**src/saber_macros.svh**
```systemverilog
`ifndef SABER_MACROS_SVH
`define SABER_MACROS_SVH

// song slots held in the ROM
`define NUM_BLOCKS 4

// ticks a block stays on screen before it reaches the player
`define LEAD_TICKS 4

// depth units per remaining tick
`define Z_STEP 64

// half size of a note square, in pixels
`define BLOCK_HALF 16

`define HEALTH_MAX 8

// tick at which the song is over
`define SONG_LEN 16

`define COMBO_MAX 7

`endif

```
**src/saber_pkg.sv**
```systemverilog
package saber_pkg;

    typedef enum logic [1:0] {
        state_idle    = 2'd0,
        state_playing = 2'd1,
        state_over    = 2'd2
    } game_state_e;

    // note reading, color 0 is red and 1 is blue
    typedef struct packed {
        logic       kind;
        logic       color;
        logic [2:0] cut_dir;
        logic [2:0] pad;
    } note_view_t;

    typedef struct packed {
        logic       kind;
        logic [6:0] half_width;
    } obstacle_view_t;

    // top bit picks the reading, 1 means obstacle
    typedef union packed {
        note_view_t     note;
        obstacle_view_t obstacle;
    } block_word_u;

    // distance along one screen axis
    function automatic logic [11:0] abs_diff(input logic [11:0] a, input logic [11:0] b);
        return (a > b) ? a - b : b - a;
    endfunction

endpackage

```
**src/block_loader.sv**
```systemverilog
`timescale 1ns/1ps
`include "saber_macros.svh"

module block_loader (
    input  logic                                    clk_in,
    input  logic                                    rst_n,
    output logic [`NUM_BLOCKS-1:0][5:0]             block_time,
    output logic [`NUM_BLOCKS-1:0][11:0]            block_x,
    output logic [`NUM_BLOCKS-1:0][11:0]            block_y,
    output saber_pkg::block_word_u [`NUM_BLOCKS-1:0] block_word
);

    function automatic saber_pkg::block_word_u note_word(input logic color,
                                                         input logic [2:0] cut_dir);
        saber_pkg::block_word_u w;
        w.note.kind    = 1'b0;
        w.note.color   = color;
        w.note.cut_dir = cut_dir;
        w.note.pad     = 3'd0;
        return w;
    endfunction

    function automatic saber_pkg::block_word_u obstacle_word(input logic [6:0] half_width);
        saber_pkg::block_word_u w;
        w.obstacle.kind       = 1'b1;
        w.obstacle.half_width = half_width;
        return w;
    endfunction

    // song table, spawn tick then centre then word
    always_ff @(posedge clk_in) begin
        if (!rst_n) begin
            block_time <= '0;
            block_x    <= '0;
            block_y    <= '0;
            block_word <= '0;
        end else begin
            for (int i = 0; i < `NUM_BLOCKS; i++) begin
                case (i)
                    0: begin
                        block_time[i] <= 6'd2;
                        block_x[i]    <= 12'd100;
                        block_y[i]    <= 12'd100;
                        block_word[i] <= note_word(1'b0, 3'd0);
                    end
                    1: begin
                        block_time[i] <= 6'd4;
                        block_x[i]    <= 12'd300;
                        block_y[i]    <= 12'd100;
                        block_word[i] <= note_word(1'b1, 3'd1);
                    end
                    2: begin
                        block_time[i] <= 6'd6;
                        block_x[i]    <= 12'd200;
                        block_y[i]    <= 12'd200;
                        block_word[i] <= obstacle_word(7'd40);
                    end
                    3: begin
                        block_time[i] <= 6'd10;
                        block_x[i]    <= 12'd400;
                        block_y[i]    <= 12'd300;
                        block_word[i] <= note_word(1'b0, 3'd2);
                    end
                    default: begin
                        block_time[i] <= 6'd0;
                        block_x[i]    <= 12'd0;
                        block_y[i]    <= 12'd0;
                        block_word[i] <= '0;
                    end
                endcase
            end
        end
    end

endmodule

```
**src/block_positions.sv**
```systemverilog
`timescale 1ns/1ps
`include "saber_macros.svh"

module block_positions (
    input  logic                        clk_in,
    input  logic                        rst_n,
    input  logic [5:0]                  curr_time,
    input  logic [`NUM_BLOCKS-1:0][5:0] block_time,
    output logic [`NUM_BLOCKS-1:0][2:0] remaining,
    output logic [`NUM_BLOCKS-1:0][8:0] block_z,
    output logic [`NUM_BLOCKS-1:0]      block_visible
);

    logic [`NUM_BLOCKS-1:0][2:0] remaining_c;
    logic [`NUM_BLOCKS-1:0][6:0] reach_time;
    logic [`NUM_BLOCKS-1:0]      visible_c;

    // visible from spawn until the block reaches the player
    always_comb begin
        for (int i = 0; i < `NUM_BLOCKS; i++) begin
            reach_time[i]  = {1'b0, block_time[i]} + 7'(`LEAD_TICKS);
            visible_c[i]   = (curr_time >= block_time[i]) &&
                             ({1'b0, curr_time} < reach_time[i]);
            remaining_c[i] = visible_c[i] ? 3'(reach_time[i] - {1'b0, curr_time}) : 3'd0;
        end
    end

    always_ff @(posedge clk_in) begin
        if (!rst_n) begin
            remaining     <= '0;
            block_z       <= '0;
            block_visible <= '0;
        end else begin
            remaining     <= remaining_c;
            block_visible <= visible_c;
            for (int i = 0; i < `NUM_BLOCKS; i++) begin
                block_z[i] <= 9'(remaining_c[i]) * 9'(`Z_STEP);
            end
        end
    end

endmodule

```
**src/block_selector.sv**
```systemverilog
`timescale 1ns/1ps
`include "saber_macros.svh"

module block_selector (
    input  logic                                    clk_in,
    input  logic                                    rst_n,
    input  logic [10:0]                             x_in,
    input  logic [9:0]                              y_in,
    input  logic [`NUM_BLOCKS-1:0][11:0]            block_x,
    input  logic [`NUM_BLOCKS-1:0][11:0]            block_y,
    input  logic [`NUM_BLOCKS-1:0][8:0]             block_z,
    input  saber_pkg::block_word_u [`NUM_BLOCKS-1:0] block_word,
    input  logic [`NUM_BLOCKS-1:0]                  block_visible,
    input  logic [`NUM_BLOCKS-1:0]                  sliced_mask,
    output logic                                    sel_valid,
    output saber_pkg::block_word_u                  sel_word,
    output logic [8:0]                              sel_z
);

    logic [`NUM_BLOCKS-1:0][11:0] half_x;
    logic [`NUM_BLOCKS-1:0]       covers;
    logic                         found;
    saber_pkg::block_word_u       best_word;
    logic [8:0]                   best_z;

    //////////////////////////////////////////////////////////////////////
    // footprint test and nearest pick
    //////////////////////////////////////////////////////////////////////

    always_comb begin
        found     = 1'b0;
        best_word = '0;
        best_z    = '1;
        for (int i = 0; i < `NUM_BLOCKS; i++) begin
            // obstacles are wide, notes are square
            half_x[i] = block_word[i].obstacle.kind ?
                        {5'd0, block_word[i].obstacle.half_width} : 12'(`BLOCK_HALF);
            covers[i] = block_visible[i] && !sliced_mask[i] &&
                        (saber_pkg::abs_diff({1'b0, x_in}, block_x[i]) <= half_x[i]) &&
                        (saber_pkg::abs_diff({2'b0, y_in}, block_y[i]) <= 12'(`BLOCK_HALF));
            // strict compare keeps the lower slot on a tie
            if (covers[i] && (!found || block_z[i] < best_z)) begin
                found     = 1'b1;
                best_word = block_word[i];
                best_z    = block_z[i];
            end
        end
    end

    always_ff @(posedge clk_in) begin
        if (!rst_n) begin
            sel_valid <= 1'b0;
        end else begin
            sel_valid <= found;
        end
    end

    always_ff @(posedge clk_in) begin
        sel_word <= best_word;
        sel_z    <= best_z;
    end

endmodule

```
**src/slice_detector.sv**
```systemverilog
`timescale 1ns/1ps
`include "saber_macros.svh"

module slice_detector (
    input  logic                                    clk_in,
    input  logic                                    rst_n,
    input  logic                                    frame_tick,
    input  saber_pkg::game_state_e                  state,
    input  logic [`NUM_BLOCKS-1:0][2:0]             remaining,
    input  logic [`NUM_BLOCKS-1:0]                  block_visible,
    input  logic [`NUM_BLOCKS-1:0][11:0]            block_x,
    input  logic [`NUM_BLOCKS-1:0][11:0]            block_y,
    input  saber_pkg::block_word_u [`NUM_BLOCKS-1:0] block_word,
    input  logic [`NUM_BLOCKS-1:0]                  sliced_mask,
    input  logic [11:0]                             saber_x,
    input  logic [11:0]                             saber_y,
    input  logic [11:0]                             head_x,
    output logic                                    slice_pulse,
    output logic [1:0]                              slice_id,
    output logic                                    hit_pulse,
    output logic                                    miss_pulse
);

    logic                   tick_d1;
    logic                   tick_d2;
    logic                   evaluate;
    logic [`NUM_BLOCKS-1:0] note_due;
    logic [`NUM_BLOCKS-1:0] saber_in;
    logic [`NUM_BLOCKS-1:0] slice_c;
    logic [`NUM_BLOCKS-1:0] miss_c;
    logic [`NUM_BLOCKS-1:0] hit_c;
    logic [1:0]             first_slice;

    // positions for the new time are settled two cycles after the tick
    assign evaluate = tick_d2 && (state == saber_pkg::state_playing);

    always_comb begin
        for (int i = 0; i < `NUM_BLOCKS; i++) begin
            note_due[i] = block_visible[i] && (remaining[i] == 3'd1) &&
                          !block_word[i].note.kind && !sliced_mask[i];
            saber_in[i] = (saber_pkg::abs_diff(saber_x, block_x[i]) <= 12'(`BLOCK_HALF)) &&
                          (saber_pkg::abs_diff(saber_y, block_y[i]) <= 12'(`BLOCK_HALF));
            slice_c[i]  = note_due[i] && saber_in[i];
            miss_c[i]   = note_due[i] && !saber_in[i];
            hit_c[i]    = block_visible[i] && (remaining[i] == 3'd1) &&
                          block_word[i].obstacle.kind &&
                          (saber_pkg::abs_diff(head_x, block_x[i]) <=
                           {5'd0, block_word[i].obstacle.half_width});
        end
        // lowest slot wins
        first_slice = 2'd0;
        for (int i = `NUM_BLOCKS - 1; i >= 0; i--) begin
            if (slice_c[i]) begin
                first_slice = 2'(i);
            end
        end
    end

    always_ff @(posedge clk_in) begin
        if (!rst_n) begin
            tick_d1     <= 1'b0;
            tick_d2     <= 1'b0;
            slice_pulse <= 1'b0;
            slice_id    <= 2'd0;
            hit_pulse   <= 1'b0;
            miss_pulse  <= 1'b0;
        end else begin
            tick_d1     <= frame_tick;
            tick_d2     <= tick_d1;
            slice_pulse <= evaluate && (|slice_c);
            slice_id    <= first_slice;
            hit_pulse   <= evaluate && (|hit_c);
            miss_pulse  <= evaluate && (|miss_c);
        end
    end

endmodule

```
**src/game_state.sv**
```systemverilog
`timescale 1ns/1ps
`include "saber_macros.svh"

module game_state (
    input  logic                   clk_in,
    input  logic                   rst_n,
    input  logic                   start,
    input  logic                   frame_tick,
    input  logic                   slice_pulse,
    input  logic [1:0]             slice_id,
    input  logic                   hit_pulse,
    input  logic                   miss_pulse,
    output saber_pkg::game_state_e state,
    output logic [5:0]             curr_time,
    output logic [`NUM_BLOCKS-1:0] sliced_mask,
    output logic [7:0]             score,
    output logic [2:0]             combo,
    output logic [3:0]             health
);

    logic [2:0] combo_inc;
    logic [3:0] health_dec;

    always_comb begin
        combo_inc  = (combo == 3'(`COMBO_MAX)) ? combo : combo + 3'd1;
        // obstacle costs two, a miss one
        health_dec = {2'd0, hit_pulse, 1'b0} + {3'd0, miss_pulse};
    end

    //////////////////////////////////////////////////////////////////////
    // control FSM
    //////////////////////////////////////////////////////////////////////

    always_ff @(posedge clk_in) begin
        if (!rst_n) begin
            state       <= saber_pkg::state_idle;
            curr_time   <= 6'd0;
            sliced_mask <= '0;
            score       <= 8'd0;
            combo       <= 3'd0;
            health      <= 4'(`HEALTH_MAX);
        end else begin
            case (state)
                saber_pkg::state_playing: begin
                    if (health == 4'd0 || curr_time >= 6'(`SONG_LEN)) begin
                        state <= saber_pkg::state_over;
                    end else if (frame_tick) begin
                        curr_time <= curr_time + 6'd1;
                    end
                    if (slice_pulse) begin
                        combo                 <= combo_inc;
                        score                 <= score + {5'd0, combo_inc};
                        sliced_mask[slice_id] <= 1'b1;
                    end
                    // any damage breaks the combo
                    if (hit_pulse || miss_pulse) begin
                        combo  <= 3'd0;
                        health <= (health > health_dec) ? health - health_dec : 4'd0;
                    end
                end
                default: begin
                    // idle and over both wait for start
                    if (start) begin
                        state       <= saber_pkg::state_playing;
                        curr_time   <= 6'd0;
                        sliced_mask <= '0;
                        score       <= 8'd0;
                        combo       <= 3'd0;
                        health      <= 4'(`HEALTH_MAX);
                    end
                end
            endcase
        end
    end

endmodule

```
**src/pixel_renderer.sv**
```systemverilog
`timescale 1ns/1ps

module pixel_renderer (
    input  logic                   clk_in,
    input  logic                   rst_n,
    input  saber_pkg::game_state_e state,
    input  logic                   sel_valid,
    input  saber_pkg::block_word_u sel_word,
    input  logic [8:0]             sel_z,
    output logic [3:0]             r_out,
    output logic [3:0]             g_out,
    output logic [3:0]             b_out
);

    always_ff @(posedge clk_in) begin
        if (!rst_n) begin
            {r_out, g_out, b_out} <= 12'h000;
        end else if (state == saber_pkg::state_over) begin
            // dim red game over screen
            {r_out, g_out, b_out} <= 12'h400;
        end else if (!sel_valid) begin
            {r_out, g_out, b_out} <= 12'h000;
        end else if (sel_word.obstacle.kind) begin
            {r_out, g_out, b_out} <= 12'h888;
        end else if (sel_word.note.color) begin
            {r_out, g_out, b_out} <= 12'h00f;
        end else begin
            {r_out, g_out, b_out} <= 12'hf00;
        end
    end

endmodule

```
**src/game_logic_and_renderer.sv**
```systemverilog
`timescale 1ns/1ps
`include "saber_macros.svh"

module game_logic_and_renderer (
    input  logic                   clk_in,
    input  logic                   rst_n,
    input  logic                   start,
    input  logic                   frame_tick,
    input  logic [10:0]            x_in,
    input  logic [9:0]             y_in,
    input  logic [11:0]            saber_x,
    input  logic [11:0]            saber_y,
    input  logic [11:0]            head_x,
    output logic [3:0]             r_out,
    output logic [3:0]             g_out,
    output logic [3:0]             b_out,
    output logic [7:0]             score_out,
    output logic [3:0]             health_out,
    output saber_pkg::game_state_e state_out
);

    //////////////////////////////////////////////////////////////////////
    // stage wires
    //////////////////////////////////////////////////////////////////////

    // game_state
    saber_pkg::game_state_e state;
    logic [5:0]             curr_time;
    logic [`NUM_BLOCKS-1:0] sliced_mask;

    // block_loader
    logic [`NUM_BLOCKS-1:0][5:0]             block_time;
    logic [`NUM_BLOCKS-1:0][11:0]            block_x;
    logic [`NUM_BLOCKS-1:0][11:0]            block_y;
    saber_pkg::block_word_u [`NUM_BLOCKS-1:0] block_word;

    // block_positions
    logic [`NUM_BLOCKS-1:0][2:0] remaining;
    logic [`NUM_BLOCKS-1:0][8:0] block_z;
    logic [`NUM_BLOCKS-1:0]      block_visible;

    // block_selector
    logic                   sel_valid;
    saber_pkg::block_word_u sel_word;
    logic [8:0]             sel_z;

    // events back to game_state
    logic       slice_pulse;
    logic [1:0] slice_id;
    logic       hit_pulse;
    logic       miss_pulse;

    assign state_out = state;

    //////////////////////////////////////////////////////////////////////
    // stages
    //////////////////////////////////////////////////////////////////////

    game_state game_state (
        .clk_in(clk_in),
        .rst_n(rst_n),
        .start(start),
        .frame_tick(frame_tick),
        .slice_pulse(slice_pulse),
        .slice_id(slice_id),
        .hit_pulse(hit_pulse),
        .miss_pulse(miss_pulse),
        .state(state),
        .curr_time(curr_time),
        .sliced_mask(sliced_mask),
        .score(score_out),
        .combo(),
        .health(health_out)
    );

    block_loader block_loader (
        .clk_in(clk_in),
        .rst_n(rst_n),
        .block_time(block_time),
        .block_x(block_x),
        .block_y(block_y),
        .block_word(block_word)
    );

    block_positions block_positions (
        .clk_in(clk_in),
        .rst_n(rst_n),
        .curr_time(curr_time),
        .block_time(block_time),
        .remaining(remaining),
        .block_z(block_z),
        .block_visible(block_visible)
    );

    block_selector block_selector (
        .clk_in(clk_in),
        .rst_n(rst_n),
        .x_in(x_in),
        .y_in(y_in),
        .block_x(block_x),
        .block_y(block_y),
        .block_z(block_z),
        .block_word(block_word),
        .block_visible(block_visible),
        .sliced_mask(sliced_mask),
        .sel_valid(sel_valid),
        .sel_word(sel_word),
        .sel_z(sel_z)
    );

    slice_detector slice_detector (
        .clk_in(clk_in),
        .rst_n(rst_n),
        .frame_tick(frame_tick),
        .state(state),
        .remaining(remaining),
        .block_visible(block_visible),
        .block_x(block_x),
        .block_y(block_y),
        .block_word(block_word),
        .sliced_mask(sliced_mask),
        .saber_x(saber_x),
        .saber_y(saber_y),
        .head_x(head_x),
        .slice_pulse(slice_pulse),
        .slice_id(slice_id),
        .hit_pulse(hit_pulse),
        .miss_pulse(miss_pulse)
    );

    pixel_renderer pixel_renderer (
        .clk_in(clk_in),
        .rst_n(rst_n),
        .state(state),
        .sel_valid(sel_valid),
        .sel_word(sel_word),
        .sel_z(sel_z),
        .r_out(r_out),
        .g_out(g_out),
        .b_out(b_out)
    );

endmodule

```
**config.mk**
```make
export PLATFORM = sky130hd
export DESIGN_NAME = game_logic_and_renderer
export DESIGN_NICKNAME = d
export VERILOG_FILES = /design/src/saber_pkg.sv /design/src/block_loader.sv /design/src/block_positions.sv /design/src/block_selector.sv /design/src/slice_detector.sv /design/src/game_state.sv /design/src/pixel_renderer.sv /design/src/game_logic_and_renderer.sv
export VERILOG_INCLUDE_DIRS = /design/src
export SDC_FILE = /design/constraint.sdc
export NUM_CORES = 1
export LEC_CHECK = 0
export ABC_AREA = 1
export BUFFER_PORTS_ARGS = -buffer_cell sky130_fd_sc_hd__buf_4
export CAP_MARGIN = 10
export CORE_MARGIN = 3
export CORE_UTILIZATION = 65
export CTS_CLUSTER_SIZE = 30
export DETAILED_ROUTE_END_ITERATION = 10
export PLACE_DENSITY = 0.83
export SLEW_MARGIN = 10
export SYNTH_ARGS = -nofsm -noshare
export SYNTH_HDL_FRONTEND = slang
export SYNTH_SLANG_ARGS = --single-unit
```
**constraint.sdc**
```tcl
create_clock -name clk_in -period 16.4 [get_ports clk_in]
set_input_delay 3.28 -clock clk_in [delete_from_list [all_inputs] [get_ports clk_in]]
set_output_delay 3.28 -clock clk_in [all_outputs]
set_load 0.02 [all_outputs]
```
# Yosys cells after proc, flatten, opt, wreduce, memory -nomap -nowiden
# Index checks and enable logic that the tools add are counted.
[totals] register_bits=236 in_bits=61 output_inout_bits=26
[op_classes] addsub=53 magnitude_cmp=55 n_eq_ne=13 n_mux=77 n_bitwise=3 reduce_logical=90
[ops] cell="$mux W12" count=20
[ops] cell="$sub A12 B12 Y12" count=18
[ops] cell="$le A12 B5 Y1 const B" count=12
[ops] cell="$gt A12 B12 Y1" count=9
[ops] cell="$mux W45" count=2
[ops] cell="$mux W8" count=7
[ops] cell="$logic_and A1 B1 Y1" count=55
[ops] cell="$le A12 B12 Y1" count=4
[ops] cell="$mux W4" count=12
[ops] cell="$gt A10 B12 Y1" count=3
[ops] cell="$gt A11 B12 Y1" count=3
[ops] cell="$gt A12 B9 Y1" count=3
[ops] cell="$le A12 B7 Y1" count=3
[ops] cell="$sub A10 B12 Y12" count=3
[ops] cell="$sub A11 B12 Y12" count=3
[ops] cell="$sub A12 B10 Y12" count=3
[ops] cell="$sub A12 B11 Y12" count=3
[ops] cell="$sub A12 B9 Y12" count=3
[ops] cell="$sub A9 B12 Y12" count=3
[ops] cell="$mux W3" count=11
[ops] cell="$mux W29" count=1
[ops] cell="$lt A9 B9 Y1" count=3
[ops] cell="$mux W9" count=3
[ops] cell="$mux W6" count=4
[ops] cell="other kinds (49)" count=100

# Logic depth before layout (Yosys ltp)
# Gate-level depths: netlist (run 1).
[logic_depth] depth_word=18 depth_mapped=42 depth_no_buf=42

# Hierarchy
# Synthesis (run 1) repeated with hierarchy kept, for this count alone.
[hier_totals] cells_unflattened=5687 area_unflattened_um2=32775.2
[by_module_without_submodules] mod="slice_detector" instances=1 cells_per_inst=2997 area_per_inst_um2=16000.3 seq_area_each_um2=140.1
[by_module_without_submodules] mod="block_selector" instances=1 cells_per_inst=2004 area_per_inst_um2=11606.1 seq_area_each_um2=360.3
[by_module_without_submodules] mod="block_positions" instances=1 cells_per_inst=299 area_per_inst_um2=2198.4 seq_area_each_um2=320.3
[by_module_without_submodules] mod="game_state" instances=1 cells_per_inst=202 area_per_inst_um2=1551.5 seq_area_each_um2=540.5
[by_module_without_submodules] mod="block_loader" instances=1 cells_per_inst=153 area_per_inst_um2=1157.4 seq_area_each_um2=20.0
[by_module_without_submodules] mod="pixel_renderer" instances=1 cells_per_inst=32 area_per_inst_um2=261.5 seq_area_each_um2=120.1

# Worst setup path after synthesis (run 1)
# Ideal clock, no wire load.
[synth_path] kind="input port to flip-flop" start="in x_in[5]" end="reg block_selector.sel_word[6] in the netlist's numbering" arrival_ns=7.534 required_ns=16.282 slack_ns=8.748 cell_stages=36 path_buffers=1 cell_sequence="inv_1 > ha_1 > buf_6 > a21oi_4 > o21ai_0 > o21ai_0 > nand4_1 > nand2_1 > nand3_1 > nor2_1 > nand2_1 > nor2_1 > ha_1 > inv_1 > a21oi_2 > nand2_1 > nand2_1 > nand2_2 > nand2_2 > nand2_1 > nand2_2 > ha_1 > o21a_1 > o21a_1 > o21ai_2 > nand2_4 > or2_1 > nand2_1 > ha_1 > o21a_1 > o21ai_0 > nand2_1 > nand2_1 > nand2_1 > nand3_1 > nor2_1"
[synth_between] elab_chain_cells=18 word_cells_on_any_way=50 classes_between="8 x add/sub; 11 x order compare; 14 x mux; 17 x reduce/logical"
[synth_lines] element="start, declared" line="game_logic_and_renderer.sv:9" text="input logic [10:0] x_in,"
[synth_lines] element="$sub A12 B11 Y12, or another cell as far along" line="saber_pkg.sv:30" text="return (a > b) ? a - b : b - a;"
[synth_lines] element="$mux W12" line="saber_pkg.sv:30"
[synth_lines] element="$le A12 B12 Y1" line="block_selector.sv:39" text="(saber_pkg::abs_diff({1'b0, x_in}, block_x[i]) <= half_x[i]) &&"
[synth_lines] element="$logic_and A1 B1 Y1 (2 in series)" line="block_selector.sv:38" text="covers[i] = block_visible[i] && !sliced_mask[i] &&"
[synth_lines] element="$mux W9 / $mux W1 (equally long branches)" line="block_selector.sv:42" text="if (covers[i] && (!found || block_z[i] < best_z)) begin"
[synth_lines] element="$lt A9 B9 Y1 / $logic_not A1 Y1 (equally long branches)" line="block_selector.sv:42"
[synth_lines] element="$logic_or A1 B1 Y1" line="block_selector.sv:42"
[synth_lines] element="$logic_and A1 B1 Y1" line="block_selector.sv:42"
[synth_lines] element="$mux W9 / $mux W1 (equally long branches)" line="block_selector.sv:42"
[synth_lines] element="$lt A9 B9 Y1 / $logic_not A1 Y1 (equally long branches)" line="block_selector.sv:42"
[synth_lines] element="$logic_or A1 B1 Y1" line="block_selector.sv:42"
[synth_lines] element="$logic_and A1 B1 Y1" line="block_selector.sv:42"
[synth_lines] element="$mux W9 / $mux W1 (equally long branches)" line="block_selector.sv:42"
[synth_lines] element="$lt A9 B9 Y1 / $logic_not A1 Y1 (equally long branches)" line="block_selector.sv:42"
[synth_lines] element="$logic_or A1 B1 Y1" line="block_selector.sv:42"
[synth_lines] element="$logic_and A1 B1 Y1" line="block_selector.sv:42"
[synth_lines] element="$mux W8 *" line="block_selector.sv:42"
[synth_lines] element="end signal, assigned" line="block_selector.sv:59" text="sel_word <= best_word;"
[synth_lines] element="end, declared" line="block_selector.sv:16" text="output saber_pkg::block_word_u sel_word,"
# Mark *: on every way between the ends. The rest lies on a longest branch, timed or not.
# A chain may end at the register's enable or synchronous reset.

# Worst setup path in the final report (run 1)
# Ends and elaborated chain as after synthesis.

==> load_flow_metrics.sql, run 1 <==
INSERT INTO impl_metrics (metric_group, metric, value, unit) VALUES
('die', 'initial_core_util', '67.9', '%'),
('worst_setup_path', 'critPathSlowestCell', 'ha_1', ''),
('worst_setup_path', 'critical_path.max_fanout', '11', ''),
('worst_setup_path', 'worst_setup_ep_type', 'flip-flop', ''),
('die', 'core_area', '14900', 'µm²'),
('routing', 'vias', '11639', ''),
('clocking', 'maximum_clock_insertion_buffer_count', '2', ''),
('clocking', 'ctsHoldBuffers', '0', ''),
('clocking', 'clk_latency', '0.33', 'ns'),
('grt', 'grt.overflow.total', '0', ''),
('outcome', 'result_of_the_run', 'completed', ''),
('clocking', 'clk_pin_slew', '0.06', 'ns'),
('clocking', 'cts.sink_count', '60', ''),
('routing', 'dr.first_iter.drc_count', '1096', ''),
('die', 'dieWidth', '131', 'µm'),
('clocking', 'cts_buffers', '9', ''),
('placement', 'port-buffer-count', '83', ''),
('placement', 'gp_routability_congestion', '1.04', ''),
('routing', 'drt.antenna.violating_nets', '0', ''),
('sta', 'setup_viol', '0', ''),
('final_layout', 'final_core_util', '74.4', '%'),
('worst_setup_path', 'cpPeakStageDelay', '0.58', 'ns'),
('sta', 'finalWorstPathRequiredPeriod', '8.06', 'ns'),
('logic_synthesis', 'avg_synthesized_cell_area', '5.83', 'µm²'),
('sta', 'grt_setup_unrepaired', 'false', ''),
('logic_synthesis', 'synth_edf_count', '0', ''),
('routing', 'routed_wire_length_per_instance', '14.6', 'µm'),
('grt', 'grtUsageTotal', '33.5', '%'),
('worst_setup_path', 'timing_worst_setup_path_type', 'in2reg', ''),
('die', 'row_count', '44', ''),
('worst_hold_path', 'min-delay-path-class', 'reg2reg', ''),
('final_layout', 'num-nets-final', '1963', ''),
('worst_setup_path', 'rr_worst_depth', '40', ''),
('die', 'fp.dieArea', '17100', 'µm²'),
('final_layout', 'synthToLayoutAreaGrowth', '9.55', '%'),
('job', 'maxCapViolCount', '0', ''),
('routing', 'detail_route.first_pass.iterations', '6', ''),
('routing', 'avgViaCountPerCell', '5.87', ''),
('logic_synthesis', 'synth.cell_area', '10100', 'µm²'),
('clocking', 'clock_tree.htree_level_count', '3', ''),
('worst_setup_path', 'cp.required', '16.63', 'ns'),
('sta', 'skew', '0.00874', 'ns'),
('logic_synthesis', 'synth-seq-cells', '60', ''),
('die', 'ios', '87', ''),
('final_layout', 'most_common_cell_after_layout_fill_and_taps_aside', 'nand2_1', ''),
('clocking', 'post-cts-setup-buffers', '0', ''),
('worst_setup_path', 'ff2ff_setup_slack', '10.10', 'ns'),
('worst_setup_path', 'critical_path.reg2reg.endpoint', 'block_selector.sel_word[6]', ''),
('logic_synthesis', 'synth-main-ff-cell', 'dfxtp_1', ''),
('logic_synthesis', 'synth_cell_type_count', '67', ''),
('grt', 'grt_antenna_before_repair', '0', ''),
('worst_setup_path', 'crit_path_end', 'block_selector.sel_word[6]', ''),
('sta', 'tightestPinTransition', '0.716', 'ns'),
('routing', 'post-route-drc-count', '0', ''),
('sta', 'fin_crit_sh', '49.2', '%'),
('sta', 'report.final.slew_viol_count', '0', ''),
('sta', 'timing.slew.headroom', '51.8', '%'),
('final_layout', 'antennaDiodeCount', '0', ''),
('power_and_ir_drop', 'fin_total_pwr', '0.614', 'mW'),
('logic_synthesis', 'synth_sequential_area_ratio', '11.9', '%'),
('power_and_ir_drop', 'p_per_area', '55.6', 'nW/µm²'),
('sta', 'finalHoldViolations', '0', ''),
('worst_setup_path', 'worst-endpoint-arrival', '8.29', 'ns'),
('grt', 'first_pass_grt_wire_length', '47.9', 'mm'),
('sta', 'max_freq', '0.124', 'GHz'),
('placement', 'hpwlAfterDp', '22.9', 'mm'),
('clocking', 'clk_root_buffer_cell', 'clkbuf_16', ''),
('sta', 'setup_tns', '0', 'ns'),
('grt', 'first_global_vias', '10656', ''),
('final_layout', 'final_cell_mix', '448 x nand2_1, 246 x inv_1, 217 x nor2_1', ''),
('final_layout', 'post_route_cells_drive_above_1_share', '10.6', '%');
[registers in the layout (all words and copies together), names as in the netlist]
register                       flops
pixel_renderer.r_out               3
slice_detector.slice_pulse         1
slice_detector.hit_pulse           1
block_selector.sel_word            2
slice_detector.tick_d2             1
game_state.sliced_mask             4
game_state.combo                   3
block_selector.sel_valid           1
game_state.curr_time               6
game_state.score                   8
block_loader.block_time            1
pixel_renderer.g_out               1
slice_detector.slice_id            2
game_state.health                  4
block_positions.block_visible      4
slice_detector.tick_d1             1
pixel_renderer.b_out               2
game_state.state                   2
slice_detector.miss_pulse          1
block_positions.remaining         12
[synth_stat cells, drive strengths merged, types with 6 or more instances]
master | instances | area (µm²)
a211oi | 7 | 57.6
a21oi | 85 | 478
a31oi | 6 | 37.5
buf | 26 | 211
clkbuf | 7 | 26.3
dfxtp | 60 | 1200
fa | 7 | 140
ha | 101 | 1260
inv | 268 | 1020
nand2 | 473 | 1880
nand3 | 121 | 621
nand4 | 31 | 200
nor2 | 229 | 905
nor3 | 27 | 140
nor4 | 6 | 37.5
o211ai | 18 | 135
o21ai | 117 | 619
o21bai | 7 | 52.6
o22ai | 12 | 75.1
or2 | 8 | 50.1
xor2 | 59 | 517
[through the flow]
| step | setup WS (ns) | instance area [µm²] | cells | hold slack, ns |
|---|---|---|---|---|
| 2_1_floorplan | 8.75 | 10100 | 1731 | 0.390 |
| 3_3_place_gp | 8.26 | 10700 | 1967 | 0.392 |
| 3_5_place_dp | 8.04 | 10700 | 1967 | 0.396 |
| 4_1_cts | 8.37 | 11100 | 1983 | 0.410 |
| 5_1_grt | 7.80 | 11100 | 1983 | 0.443 |
| 6_report | 8.34 | 11100 | 1983 | 0.411 |
[worst max-delay path, delay by kind of cell]
family | cells | cell delay [ns]
compound gates | 7 | 1.07
fa+ha+maj | 4 | 1.32
buf+inv | 4 | 0.41
simple gates | 24 | 2.19
[report_power, final]
part / switching, mW / internal (mW) / leakage [nW]
Combinational: 0.168 / 0.0878 / 5.10
Clock: 0.0689 / 0.134 / 0.156
Sequential: 0.00482 / 0.151 / 0.488
[worst min-delay path by stage]
stage / from / end / slack [ns] / cells after the start
final: slice_detector.tick_d1 / slice_detector.tick_d2 / 0.41 / 2
after global routing: slice_detector.tick_d1 / slice_detector.tick_d2 / 0.44 / 2
after CTS: slice_detector.tick_d1 / slice_detector.tick_d2 / 0.41 / 2
after detailed placement: slice_detector.tick_d1 / slice_detector.tick_d2 / 0.40 / 2
after global placement: slice_detector.tick_d1 / slice_detector.tick_d2 / 0.39 / 2
after floorplan: slice_detector.tick_d1 / slice_detector.tick_d2 / 0.39 / 2
[logic make-up after synthesis]
| logic type | count (synthesis) | synth area share (%) |
|---|---|---|
| flops | 60 | 11.9 |
| xor+xnor | 64 | 5.56 |
| compound gates | 287 | 17.3 |
| buf+inv | 306 | 12.7 |
| fa+ha+maj | 108 | 13.9 |
| other cells | 1 | 0.0372 |
| simple gates | 903 | 38.6 |
[per-layer routing]
metal	GRT usage, %	up-vias	routed length [µm]
met2	59.0	574	13900
met5	0	-	0
met4	13.5	0	1150
li1	-	5736	-
met3	4.47	118	2230
met1	41.0	5211	11700
[final cells by class]
cell class,count,area (µm²),area share (%)
Tap cell,184,230,2.08
Sequential cell,60,1200,10.9
Timing Repair Buffer,85,638,5.77
Multi-Input combinational cell,1365,7610,68.9
Clock inverter,7,98.8,0.894
Inverter,273,1040,9.43
Clock buffer,9,225,2.04
Power figures use the tool's default switching activity.
==> inputs of run 2 (changes only) <==
Settings changed: CORE_UTILIZATION 65 to 57, PLACE_DENSITY 0.83 to 0.77.
Clock period 16.4 ns to 7 ns, I/O delays scaled along.
==> load_flow_metrics.sql, run 2 (synthesis gave the netlist of run 1 again) <==
INSERT INTO impl_metrics (metric_group, metric, value, unit) VALUES
('worst_setup_path', 'crit_path_end', 'block_selector.sel_word[6]', ''),
('grt', 'global_route.usage.met3', '4.14', '%'),
('die', 'fp.dieArea', '19300', 'µm²'),
('worst_setup_path', 'r2r-start', 'block_loader.block_time[19]', ''),
('worst_setup_path', 'timing.critical_path.mode_cell', 'nand2_1', ''),
('clocking', 'ctsHoldBuffers', '0', ''),
('sta', 'finalWorstPathRequiredPeriod', '6.23', 'ns'),
('sta', 'tightestPinTransition', '0.615', 'ns'),
('routing', 'avgViaCountPerCell', '5.55', ''),
('sta', 'report.final.slew_viol_count', '0', ''),
('clocking', 'clk_pin_slew', '0.05', 'ns'),
('die', 'die_extent_in_y', '139', 'µm'),
('grt', 'first_pass_grt_wire_length', '49.4', 'mm'),
('power_and_ir_drop', 'p_per_area', '129', 'nW/µm²'),
('worst_hold_path', 'min-delay-path-class', 'reg2reg', ''),
('die', 'row_count', '48', ''),
('worst_setup_path', 'worst_setup_ep_type', 'flip-flop', ''),
('placement', 'gp_routability_congestion', '0.987', ''),
('final_layout', 'fin_cells', '2026', ''),
('grt', 'met2_usage', '51.8', '%'),
('final_layout', 'top_regs', 'block_positions.remaining (12), game_state.score (8), game_state.curr_time (6)', ''),
('clocking', 'clock_tree_from_tritoncts', 'done', ''),
('final_layout', 'registers.top_by_ff_count', 'block_positions.remaining', ''),
('routing', 'post-route-drc-count', '0', ''),
('clocking', 'cts_buffers', '9', ''),
('sta', 'setup_tns', '0', 'ns'),
('die', 'ios', '87', ''),
('final_layout', 'most_common_cell_after_layout_fill_and_taps_aside', 'nand2_1', ''),
('sta', 'fin_crit_sh', '89.0', '%'),
('routing', 'drt.antenna.violating_nets', '0', ''),
('final_layout', 'multi_input_comb_area', '7610', 'µm²'),
('clocking', 'clk_latency', '0.32', 'ns'),
('outcome', 'result_of_the_run', 'completed', ''),
('job', 'maxCapViolCount', '0', ''),
('routing', 'route.final.wire_length', '29.3', 'mm'),
('grt', 'grt.overflow.total', '0', ''),
('grt', 'groute.layer.met1.usage', '36.7', '%'),
('final_layout', 'final_cell_mix', '448 x nand2_1, 246 x inv_1, 217 x nor2_1', ''),
('sta', 'skew', '0.00560', 'ns'),
('power_and_ir_drop', 'cellLeakagePower', '5.75', 'nW'),
('sta', 'timing.slew.headroom', '58.6', '%'),
('final_layout', 'register_area', '1200', 'µm²'),
('grt', 'first_global_vias', '10806', ''),
('die', 'initial_core_util', '58.3', '%'),
('clocking', 'clock_tree.htree_level_count', '3', ''),
('clocking', 'post-cts-setup-buffers', '0', ''),
('routing', 'dr.first_iter.drc_count', '669', ''),
('sta', 'setup_viol', '0', ''),
('sta', 'grt_setup_unrepaired', 'false', ''),
('clocking', 'cts-resized-gates', '0', ''),
('grt', 'grt_antenna_before_repair', '0', ''),
('worst_setup_path', 'crit_path_start_kind', 'input pin', ''),
('worst_setup_path', 'cp.required', '7.22', 'ns'),
('sta', 'fin_worst_setup_slack', '0.772', 'ns'),
('final_layout', 'antennaDiodeCount', '0', ''),
('placement', 'dp_worst_setup_slack', '0.494', 'ns'),
('placement', 'total_instance_count_after_detailed_placement', '2010', ''),
('grt', 'grtUsageTotal', '29.7', '%'),
('worst_setup_path', 'critical_path.reg2reg.endpoint', 'block_selector.sel_word[6]', ''),
('final_layout', 'post_route_cells_drive_above_1_share', '10.7', '%'),
('power_and_ir_drop', 'peakVddDrop', '0.149', 'mV'),
('worst_setup_path', 'worst-endpoint-arrival', '6.45', 'ns'),
('routing', 'vias', '11242', ''),
('worst_setup_path', 'critPathSlowestCell', 'ha_1', ''),
('placement', 'hpwlAfterDp', '23.5', 'mm'),
('clocking', 'cts.sink_count', '60', ''),
('final_layout', 'largest_register_ffs', '12', ''),
('worst_setup_path', 'timing_worst_setup_path_type', 'in2reg', ''),
('clocking', 'maximum_clock_insertion_buffer_count', '2', ''),
('routing', 'routed_wire_length_per_instance', '14.5', 'µm'),
('sta', 'finalHoldViolations', '0', ''),
('final_layout', 'num-nets-final', '1965', ''),
('worst_setup_path', 'cpPeakStageDelay', '0.61', 'ns'),
('routing', 'detail_route.first_pass.iterations', '6', ''),
('final_layout', 'final_core_util', '64.3', '%'),
('worst_setup_path', 'ff2ff_setup_slack', '1.39', 'ns'),
('die', 'core_area', '17300', 'µm²'),
('grt', 'top_usage_layer', 'met2', ''),
('worst_setup_path', 'rr_worst_depth', '41', ''),
('sta', 'max_freq', '0.161', 'GHz'),
('final_layout', 'filler_cell_count', '1713', ''),
('placement', 'port-buffer-count', '83', ''),
('worst_setup_path', 'crit_path_start', 'x_in[5]', ''),
('final_layout', 'synthToLayoutAreaGrowth', '10.2', '%'),
('die', 'dieWidth', '139', 'µm'),
('clocking', 'clk_root_buffer_cell', 'clkbuf_16', ''),
('worst_setup_path', 'critical_path.max_fanout', '11', ''),
('grt', 'pin_count_of_the_biggest_net_entering_global_routing', '27', '');
[run 2: power breakdown]
part	internal [mW]	leakage, nW	switching [mW]
Sequential	0.354	0.488	0.00852
Combinational	0.207	5.11	0.395
Clock	0.313	0.156	0.161
[run 2: layout make-up]
type                            count  share of cell area (%)
Clock buffer                        9                    2.03
Clock inverter                      7                   0.889
Inverter                          273                    9.37
Multi-Input combinational cell   1365                    68.5
Sequential cell                    60                    10.8
Tap cell                          225                    2.53
Timing Repair Buffer               87                    5.87
[run 2: worst max-delay path, delay by kind of cell]
family / cells / cell delay [ns]
AO/OA/AOI/OAI: 7 / 1.04
adder cells (fa/ha/maj): 4 / 1.35
buffers and inverters: 4 / 0.42
AND/OR/NAND/NOR: 24 / 2.22
[run 2: worst min path at each step]
| stage | cells past startpoint | end | start |
|---|---|---|---|
| floorplan | 2 | slice_detector.tick_d2 | slice_detector.tick_d1 |
| finish | 2 | slice_detector.tick_d2 | slice_detector.tick_d1 |
| global placement | 2 | slice_detector.tick_d2 | slice_detector.tick_d1 |
| detailed placement | 2 | slice_detector.tick_d2 | slice_detector.tick_d1 |
| CTS | 2 | slice_detector.tick_d2 | slice_detector.tick_d1 |
| global route | 2 | slice_detector.tick_d2 | slice_detector.tick_d1 |
[run 2: per-stage QoR]
step	hold WS, ns	instance area (µm²)	power (mW)
after floorplan	0.390	10100	0.808
after global placement	0.397	10800	0.954
after detailed placement	0.401	10800	0.958
final	0.412	11100	1.44
after global routing	0.436	11100	1.54
after CTS	0.413	11100	1.44
[run 2: per-layer routing]
layer	part of all wire (%)	vias to the layer above
met1	43	5024
li1	-	5747
met4	3.9	0
met5	0	-
met2	48	369
met3	5.5	102
